`src/include/rob_macros.svh`:
```
////////////////////////////////////////
// depth and field widths of the reorder
// buffer, pulled in by the package and
// by any RTL block that sizes storage
////////////////////////////////////////

`ifndef ROB_MACROS_SVH
`define ROB_MACROS_SVH

// entry count, must stay a power of two
`define ROB_DEPTH     8
// index width, log2 of the depth
`define ROB_LOG_DEPTH 3

// architectural and physical register tags
`define ARCH_TAG_W    5
`define PHYS_TAG_W    6

// fetch address width
`define PC_W          32

`endif

```
`src/rob_pkg.sv`:
```
////////////////////////////////////////
// types shared by the reorder buffer
// blocks: pointers, entry layout and the
// single-cycle bus structs at the edges
////////////////////////////////////////

`include "rob_macros.svh"

package rob_pkg;

    typedef logic [`ROB_LOG_DEPTH-1:0] rob_index_t;
    typedef logic [`ARCH_TAG_W-1:0]    arch_tag_t;
    typedef logic [`PHYS_TAG_W-1:0]    phys_tag_t;
    typedef logic [`PC_W-1:0]          pc_t;

    // wrap bit separates full from empty
    typedef struct packed {
        logic       wrap;
        rob_index_t index;
    } rob_ptr_t;

    // one step of a pointer
    localparam rob_ptr_t ROB_PTR_ONE = '{wrap: 1'b0, index: rob_index_t'(1)};

    // from the dispatch unit
    typedef struct packed {
        logic      valid;
        logic      reg_write;
        logic      is_load;
        logic      is_store;
        logic      is_halt;
        arch_tag_t arch_tag;
        // old mapping, freed at retire
        phys_tag_t safe_tag;
        // new mapping, undone on revert
        phys_tag_t spec_tag;
    } rob_dispatch_t;

    typedef struct packed {
        logic      valid;
        logic      complete;
        logic      reg_write;
        logic      is_load;
        logic      is_store;
        logic      is_halt;
        arch_tag_t arch_tag;
        phys_tag_t safe_tag;
        phys_tag_t spec_tag;
    } rob_entry_t;

    typedef struct packed {
        logic       valid;
        rob_index_t index;
    } rob_complete_t;

    typedef struct packed {
        logic       valid;
        rob_index_t index;
        pc_t        pc;
    } rob_restart_t;

    typedef struct packed {
        logic       valid;
        rob_index_t index;
        logic       reg_write;
        phys_tag_t  free_tag;
        logic       is_load;
        logic       is_store;
    } rob_retire_t;

    typedef struct packed {
        logic       valid;
        rob_index_t index;
        arch_tag_t  arch_tag;
        phys_tag_t  safe_tag;
        phys_tag_t  spec_tag;
    } rob_revert_t;

    typedef struct packed {
        logic       valid;
        rob_index_t index;
    } rob_kill_t;

    typedef struct packed {
        logic valid;
        pc_t  pc;
    } rob_redirect_t;

    typedef enum logic [1:0] {
        ST_IDLE,
        ST_REVERT,
        ST_HALT
    } rob_state_t;

endpackage

```
`src/rob_control.sv`:
```
////////////////////////////////////////
// reorder buffer control FSM
// retire from head, restart arbitration
// by age, the backward revert walk over
// younger entries, and the halt latch
////////////////////////////////////////

`timescale 1ns/1ps

module rob_control import rob_pkg::*; (
    input  logic          CLK,
    input  logic          nRST,
    input  rob_dispatch_t dispatch_in,
    input  rob_ptr_t      head,
    input  rob_ptr_t      tail,
    input  logic          full,
    input  logic          empty,
    input  rob_entry_t    head_entry,
    input  rob_entry_t    tail_entry,
    input  rob_restart_t  bru_restart,
    // pointer and array commands
    output logic          push,
    output logic          pop,
    output logic          step_back,
    output logic          load_tail,
    output rob_ptr_t      load_tail_value,
    output logic          invalidate_en,
    output rob_index_t    invalidate_index,
    output rob_index_t    tail_read_index,
    // outgoing buses
    output rob_retire_t   retire,
    output rob_revert_t   revert,
    output rob_kill_t     kill,
    output rob_redirect_t fetch_redirect,
    output logic          revert_stall,
    output logic          halt
);

    rob_state_t state, next_state;
    // branch that owns the current walk
    rob_index_t restart_index, next_restart_index;
    logic       halt_q, next_halt;

    logic       head_ready;
    logic       take_restart;
    logic       walk_done;
    rob_index_t target_index;

    // distance from head, smaller is older
    function automatic rob_index_t age(input rob_index_t idx, input rob_index_t head_idx);
        return idx - head_idx;
    endfunction

    always_ff @(posedge CLK or negedge nRST) begin
        if (!nRST) begin
            state         <= ST_IDLE;
            restart_index <= '0;
            halt_q        <= 1'b0;
        end else begin
            state         <= next_state;
            restart_index <= next_restart_index;
            halt_q        <= next_halt;
        end
    end

    // walk stops at the slot after the branch
    assign target_index    = restart_index + rob_index_t'(1);
    assign walk_done       = (tail.index == target_index);
    assign head_ready      = head_entry.valid && head_entry.complete && !empty;
    // tail sits on the youngest entry while walking
    assign tail_read_index = tail.index;
    assign revert_stall    = (state == ST_REVERT);
    assign halt            = halt_q;

    always_comb begin
        next_state         = state;
        next_restart_index = restart_index;
        next_halt          = halt_q;
        take_restart       = 1'b0;
        push               = 1'b0;
        pop                = 1'b0;
        step_back          = 1'b0;
        load_tail          = 1'b0;
        load_tail_value    = rob_ptr_t'(tail - ROB_PTR_ONE);
        invalidate_en      = 1'b0;
        invalidate_index   = head.index;

        // bus fields follow their source, valids low
        retire.valid     = 1'b0;
        retire.index     = head.index;
        retire.reg_write = head_entry.reg_write;
        retire.free_tag  = head_entry.safe_tag;
        retire.is_load   = head_entry.is_load;
        retire.is_store  = head_entry.is_store;
        revert.valid     = 1'b0;
        revert.index     = tail.index;
        revert.arch_tag  = tail_entry.arch_tag;
        revert.safe_tag  = tail_entry.safe_tag;
        revert.spec_tag  = tail_entry.spec_tag;
        kill.valid       = 1'b0;
        kill.index       = tail.index;

        case (state)
            ////////////////////////////////////////
            ST_IDLE: begin
                // in-order retire
                if (head_ready) begin
                    pop              = 1'b1;
                    retire.valid     = 1'b1;
                    invalidate_en    = 1'b1;
                    invalidate_index = head.index;
                    if (head_entry.is_halt) begin
                        next_state = ST_HALT;
                        next_halt  = 1'b1;
                    end
                end
                // a retiring halt outranks a restart
                take_restart = bru_restart.valid && !(head_ready && head_entry.is_halt);
                if (take_restart) begin
                    next_restart_index = bru_restart.index;
                    // walk only if something is younger than the branch
                    if (tail.index != bru_restart.index + rob_index_t'(1)) begin
                        next_state = ST_REVERT;
                        load_tail  = 1'b1;
                    end
                end
                // wrong-path dispatch is dropped on a restart
                push = dispatch_in.valid && !full && !take_restart;
            end
            ////////////////////////////////////////
            ST_REVERT: begin
                // youngest remaining entry goes this cycle
                invalidate_en    = 1'b1;
                invalidate_index = tail.index;
                kill.valid       = tail_entry.valid;
                revert.valid     = tail_entry.valid && tail_entry.reg_write;
                // only an older branch takes over
                take_restart = bru_restart.valid &&
                               (age(bru_restart.index, head.index) <
                                age(restart_index, head.index));
                if (take_restart) begin
                    next_restart_index = bru_restart.index;
                    step_back          = 1'b1;
                end else if (walk_done) begin
                    next_state = ST_IDLE;
                end else begin
                    step_back = 1'b1;
                end
            end
            // stopped for good
            ST_HALT: begin
                next_state = ST_HALT;
            end
            default: begin
                next_state = ST_IDLE;
            end
        endcase

        fetch_redirect.valid = take_restart;
        fetch_redirect.pc    = bru_restart.pc;
    end

endmodule

```
`src/rob_entry_array.sv`:
```
////////////////////////////////////////
// reorder buffer entry storage
// dispatch writes, completion marks and
// invalidates land on the clock edge;
// head and walk entries read out comb
////////////////////////////////////////

`timescale 1ns/1ps

`include "rob_macros.svh"

module rob_entry_array import rob_pkg::*; (
    input  logic          CLK,
    input  logic          nRST,
    // dispatch at tail
    input  logic          write_en,
    input  rob_index_t    write_index,
    input  rob_dispatch_t write_data,
    // completion buses
    input  rob_complete_t alu_complete,
    input  rob_complete_t bru_complete,
    // retire or walk drops an entry
    input  logic          invalidate_en,
    input  rob_index_t    invalidate_index,
    // read ports
    input  rob_index_t    head_index,
    input  rob_index_t    tail_read_index,
    output rob_entry_t    head_entry,
    output rob_entry_t    tail_entry
);

    // status bits per entry
    logic [`ROB_DEPTH-1:0] valid_q;
    logic [`ROB_DEPTH-1:0] complete_q;
    // instruction fields, written once at dispatch
    rob_dispatch_t         payload_q [`ROB_DEPTH];

    // bus hits a live entry
    function automatic logic marks(input rob_complete_t c, input rob_index_t idx,
                                   input logic live);
        return live && c.valid && (c.index == idx);
    endfunction

    // status bits plus stored fields
    function automatic rob_entry_t build_entry(input logic v, input logic c,
                                               input rob_dispatch_t p);
        rob_entry_t e;
        e.valid     = v;
        e.complete  = c;
        e.reg_write = p.reg_write;
        e.is_load   = p.is_load;
        e.is_store  = p.is_store;
        e.is_halt   = p.is_halt;
        e.arch_tag  = p.arch_tag;
        e.safe_tag  = p.safe_tag;
        e.spec_tag  = p.spec_tag;
        return e;
    endfunction

    ////////////////////////////////////////
    // status update

    always_ff @(posedge CLK or negedge nRST) begin
        if (!nRST) begin
            valid_q    <= '0;
            complete_q <= '0;
        end else begin
            for (int i = 0; i < `ROB_DEPTH; i++) begin
                if (write_en && (write_index == rob_index_t'(i))) begin
                    // fresh entry, not done yet
                    valid_q[i]    <= 1'b1;
                    complete_q[i] <= 1'b0;
                end else begin
                    if (invalidate_en && (invalidate_index == rob_index_t'(i))) begin
                        valid_q[i] <= 1'b0;
                    end
                    // completions to dead entries are dropped
                    if (marks(alu_complete, rob_index_t'(i), valid_q[i]) ||
                        marks(bru_complete, rob_index_t'(i), valid_q[i])) begin
                        complete_q[i] <= 1'b1;
                    end
                end
            end
        end
    end

    // payload
    always_ff @(posedge CLK) begin
        if (write_en) begin
            payload_q[write_index] <= write_data;
        end
    end

    ////////////////////////////////////////
    // read ports

    assign head_entry = build_entry(valid_q[head_index], complete_q[head_index],
                                    payload_q[head_index]);
    assign tail_entry = build_entry(valid_q[tail_read_index], complete_q[tail_read_index],
                                    payload_q[tail_read_index]);

endmodule

```
`src/rob_pointers.sv`:
```
////////////////////////////////////////
// head and tail pointers with wrap bits
// commands come from the control block;
// full and empty are registered from
// the next pointer values
////////////////////////////////////////

`timescale 1ns/1ps

module rob_pointers import rob_pkg::*; (
    input  logic     CLK,
    input  logic     nRST,
    // tail advances on dispatch
    input  logic     push,
    // head advances on retire
    input  logic     pop,
    // tail moves back one during the walk
    input  logic     step_back,
    // tail jump on a restart
    input  logic     load_tail,
    input  rob_ptr_t load_tail_value,
    output rob_ptr_t head,
    output rob_ptr_t tail,
    output logic     full,
    output logic     empty
);

    rob_ptr_t next_head;
    rob_ptr_t next_tail;
    logic     next_full;
    logic     next_empty;

    ////////////////////////////////////////
    // next pointers

    always_comb begin
        next_head = head;
        next_tail = tail;
        if (pop) begin
            next_head = rob_ptr_t'(head + ROB_PTR_ONE);
        end
        // restart load beats the walk step, walk beats dispatch
        if (load_tail) begin
            next_tail = load_tail_value;
        end else if (step_back) begin
            next_tail = rob_ptr_t'(tail - ROB_PTR_ONE);
        end else if (push) begin
            next_tail = rob_ptr_t'(tail + ROB_PTR_ONE);
        end
    end

    // same slot, same lap means empty
    assign next_empty = (next_head == next_tail);
    // same slot, other lap means full
    assign next_full  = (next_head.index == next_tail.index) &&
                        (next_head.wrap != next_tail.wrap);

    always_ff @(posedge CLK or negedge nRST) begin
        if (!nRST) begin
            head  <= '0;
            tail  <= '0;
            full  <= 1'b0;
            empty <= 1'b1;
        end else begin
            head  <= next_head;
            tail  <= next_tail;
            full  <= next_full;
            empty <= next_empty;
        end
    end

endmodule

```
`src/rob_top.sv`:
```
////////////////////////////////////////
// reorder buffer top level
// ties entry storage, pointers and the
// control FSM together
////////////////////////////////////////

`timescale 1ns/1ps

module rob_top import rob_pkg::*; (
    input  logic          CLK,
    input  logic          nRST,
    input  rob_dispatch_t dispatch_in,
    input  rob_complete_t alu_complete,
    input  rob_complete_t bru_complete,
    input  rob_restart_t  bru_restart,
    output rob_index_t    dispatch_index,
    output logic          full,
    output logic          empty,
    output rob_retire_t   retire,
    output rob_revert_t   revert,
    output rob_kill_t     kill,
    output rob_redirect_t fetch_redirect,
    output logic          revert_stall,
    output logic          halt
);

    // pointer commands
    logic       push;
    logic       pop;
    logic       step_back;
    logic       load_tail;
    rob_ptr_t   load_tail_value;
    rob_ptr_t   head;
    rob_ptr_t   tail;
    // array commands and reads
    logic       invalidate_en;
    rob_index_t invalidate_index;
    rob_index_t tail_read_index;
    rob_entry_t head_entry;
    rob_entry_t tail_entry;

    // next dispatch lands at the tail
    assign dispatch_index = tail.index;

    rob_entry_array u_array (
        .CLK              (CLK),
        .nRST             (nRST),
        .write_en         (push),
        .write_index      (tail.index),
        .write_data       (dispatch_in),
        .alu_complete     (alu_complete),
        .bru_complete     (bru_complete),
        .invalidate_en    (invalidate_en),
        .invalidate_index (invalidate_index),
        .head_index       (head.index),
        .tail_read_index  (tail_read_index),
        .head_entry       (head_entry),
        .tail_entry       (tail_entry)
    );

    rob_pointers u_pointers (
        .CLK             (CLK),
        .nRST            (nRST),
        .push            (push),
        .pop             (pop),
        .step_back       (step_back),
        .load_tail       (load_tail),
        .load_tail_value (load_tail_value),
        .head            (head),
        .tail            (tail),
        .full            (full),
        .empty           (empty)
    );

    rob_control u_control (
        .CLK              (CLK),
        .nRST             (nRST),
        .dispatch_in      (dispatch_in),
        .head             (head),
        .tail             (tail),
        .full             (full),
        .empty            (empty),
        .head_entry       (head_entry),
        .tail_entry       (tail_entry),
        .bru_restart      (bru_restart),
        .push             (push),
        .pop              (pop),
        .step_back        (step_back),
        .load_tail        (load_tail),
        .load_tail_value  (load_tail_value),
        .invalidate_en    (invalidate_en),
        .invalidate_index (invalidate_index),
        .tail_read_index  (tail_read_index),
        .retire           (retire),
        .revert           (revert),
        .kill             (kill),
        .fetch_redirect   (fetch_redirect),
        .revert_stall     (revert_stall),
        .halt             (halt)
    );

endmodule

```
`config.mk`:
```
export PLATFORM = sky130hd
export DESIGN_NAME = rob_top
export DESIGN_NICKNAME = d
export VERILOG_FILES = /design/src/rob_pkg.sv /design/src/rob_control.sv /design/src/rob_entry_array.sv /design/src/rob_pointers.sv /design/src/rob_top.sv
export VERILOG_INCLUDE_DIRS = /design/src /design/src/include
export SDC_FILE = /design/constraint.sdc
export NUM_CORES = 1
export LEC_CHECK = 0
export BUFFER_PORTS_ARGS = -buffer_cell sky130_fd_sc_hd__clkbuf_2
export CAP_MARGIN = 5
export CORE_UTILIZATION = 63
export DETAILED_ROUTE_END_ITERATION = 8
export PLACE_DENSITY_LB_ADDON = 0.25
export SYNTH_ARGS = -nofsm -noshare
export SYNTH_HDL_FRONTEND = slang
export SYNTH_HIERARCHICAL = 1
export SYNTH_SLANG_ARGS = --single-unit
```
`constraint.sdc`:
```
create_clock -name CLK -period 7.4 [get_ports CLK]
set_input_delay 0.74 -clock CLK [delete_from_list [all_inputs] [get_ports CLK]]
set_output_delay 0.74 -clock CLK [all_outputs]
set_load 0.005 [all_outputs]
```
==> metrics <==
Mapped Avg Cell Area=about 17 sq um; grt ovf=0; Fin. Hold Viols=0; Post-DP HPWL=between 10000 and 15000 um; CP cell instances=ha_1 > inv_1 > fa_1 > xnor2_1 > xnor2_1 > ha_1 > nand2_1 > o211ai_1 > a41oi_2 > and4b_1 > a2111oi_0 > nand3b_2 > xnor2_1 > nor3b_1; I/O pin total=roughly 150; H-Tree Depth=4; WL per Instance=about 23 um; starting density of the core=0.644; Reg-to-Reg Start=u_pointers/head[0]; Die Area=approximately 0.016 sq mm; 1st-pass router iterations=5; Max Freq=approximately 240 MHz; slew margin rel.=0.195; Ys Warns=6; largest net degree at the start of global routing=just under 60; CTS Buffer Depth=2; GR peak layer=met2; CTS tree=built; reg2reg setup slack=about 3200 ps; Tcrit/Tclk final=0.568; met3 usage=0.0553; setup ws final=between 3000 and 4000 ps; final setup fails=0; latest clock arrival within the worst-skew pair=around 430 ps; share of layout cells above drive strength 1=0.292; Synth Cell Area=between 0.009 and 0.01 sq mm; Req. time, crit path=7750 ps; area of the multi-input gates=~0.0031 sq mm; row cnt=45; critical path arrival=4550 ps; Crit Reg-Reg Endpoint=u_pointers/empty; Setup CP Type=flip-flop to flip-flop; filler instances=957; FF+latch area=~0.006 sq mm; Max Cap Violations=0; DR vias=between 5k and 6k; status=complete, no violations; total power=around 3.9 mW; RSZ-0062 raised after global routing=false; initial antenna violation count=2; Post-Place Worst Slack=about 3300 ps; root buffer cell=clkbuf_16; Crit path top cell by count=xnor2_1; Syn-to-layout area delta=5.64%; total global-route track usage=0.243; Final Instance Area=0.0103 sq mm; core area=~0.015 sq mm; Post-Syn Nets=660; GRT met2 Usage=0.411; Final Skew=7.76 ps; clock net sink count=200; R2R cell count=14; routed wire length=18200 um; Worst Tran Pin Value=between 1000 and 1500 ps; WP depth=14; Lkg Pwr=3.87 nW; max incr delay on CP=930 ps; utilization of the core after routing=0.680; Layout Nets=between 600 and 700; DR iter-0 viols=472; RePlAce Congestion=approximately 0.80; Layout Cells excl Fill=roughly 790; drc violations=0; Buf/Inv on CP=1; cell total after placement=approximately 760; Worst path top cell family by delay=adder cells; crit start category=flip-flop; hold crit path type=input port to asynchronous set/reset pin; CTS Hold Buffers Added=0; minimum clock period=around 4200 ps; Mapped Cells=580; PD cells=376 mW/mm^2; die width=approximately 130 um; vias in the first global route=~5.1k; Critical Path End Type=flip-flop; CTS buffer count=17; CP Max Fanout=19; slowest stage cell, crit path=dfrtp_1; peak supply drop=217 uV; DRT antenna net count=0; Max Transition Viols Final=0; placed cell area=0.00973 sq mm; met1 GRT Util=0.307; first-pass GRT wire length=between 20000 and 30000 um; TNS Setup=0 ps; vias per inst=approximately 6.4; IO buf count=just over 80; Critical Path End=u_pointers/empty; Post-CTS Setup Repair Bufs=0; Clk pin slew, worst setup/hold paths=roughly 70 ps; Final Hold Slack=391 ps; die height=between 100 and 150 um; Critical path origin=u_pointers/head[0]; cts repair resizes=0
[registers in the layout, indices dropped and copies added (netlist names)]
| name | flops |
|---|---|
| u_array/complete_q | 8 |
| u_array/payload_q | 168 |
| u_array/valid_q | 8 |
| u_control/halt | 1 |
| u_control/restart_index | 3 |
| u_control/state | 2 |
| u_pointers/empty | 1 |
| u_pointers/full | 1 |
| u_pointers/head | 4 |
| u_pointers/tail | 4 |
[cells in the final DEF (no fill, tap or decap), types with 15 or more instances in the layout]
cell type	instances
clkbuf_16	17
clkbuf_2	81
dfrtp_1	29
edfxtp_1	168
inv_1	23
mux2_2	37
mux4_1	47
mux4_2	15
nand2_1	36
o21ai_0	16
[worst min-delay path by stage]
stage,slack (ps),to,start,cells past startpoint
final,390,u_pointers/head[2],nRST,1
after global placement,460,u_array/complete_q[0],u_array/complete_q[0],2
after global routing,440,u_pointers/full,nRST,1
after CTS,410,u_pointers/full,nRST,1
after detailed placement,470,u_array/complete_q[2],u_array/complete_q[2],2
after floorplan,440,u_array/complete_q[0],nRST,0
[worst reg2reg max path: cells and delay by family, from the launching register on]
| kind | cells | cell delay (ps) |
|---|---|---|
| compound gates | 3 | 850 |
| xor+xnor | 3 | 550 |
| fa+ha+maj | 3 | 940 |
| buf+inv | 1 | 50 |
| flops | 1 | 930 |
| simple gates | 4 | 800 |
[area by class of cell]
cell class,instances,share of cell area
diodes,1,0.000243
clock buffers,18,0.0416
multi-input cells,261,0.302
flip-flops and latches,200,0.568
inverters,23,0.00838
repair buffers,87,0.0437
clock inverters,14,0.0135
well taps,188,0.0228
[layer usage]
metal,vias to the layer above,wire (um),share of wire
met3,39,1180,0.064
li1,2230,-,-
met5,-,0,0
met4,0,326,0.018
met1,2599,7460,0.41
met2,174,9270,0.51
[where the power goes]
group          switching [mW]  leakage (nW)  internal (mW)  total (mW)
Sequential              0.117          1.90           1.34        1.46
Combinational           0.760          1.70          0.768        1.53
Clock                   0.414         0.278          0.473       0.887
Power figures use the tool's default switching activity.
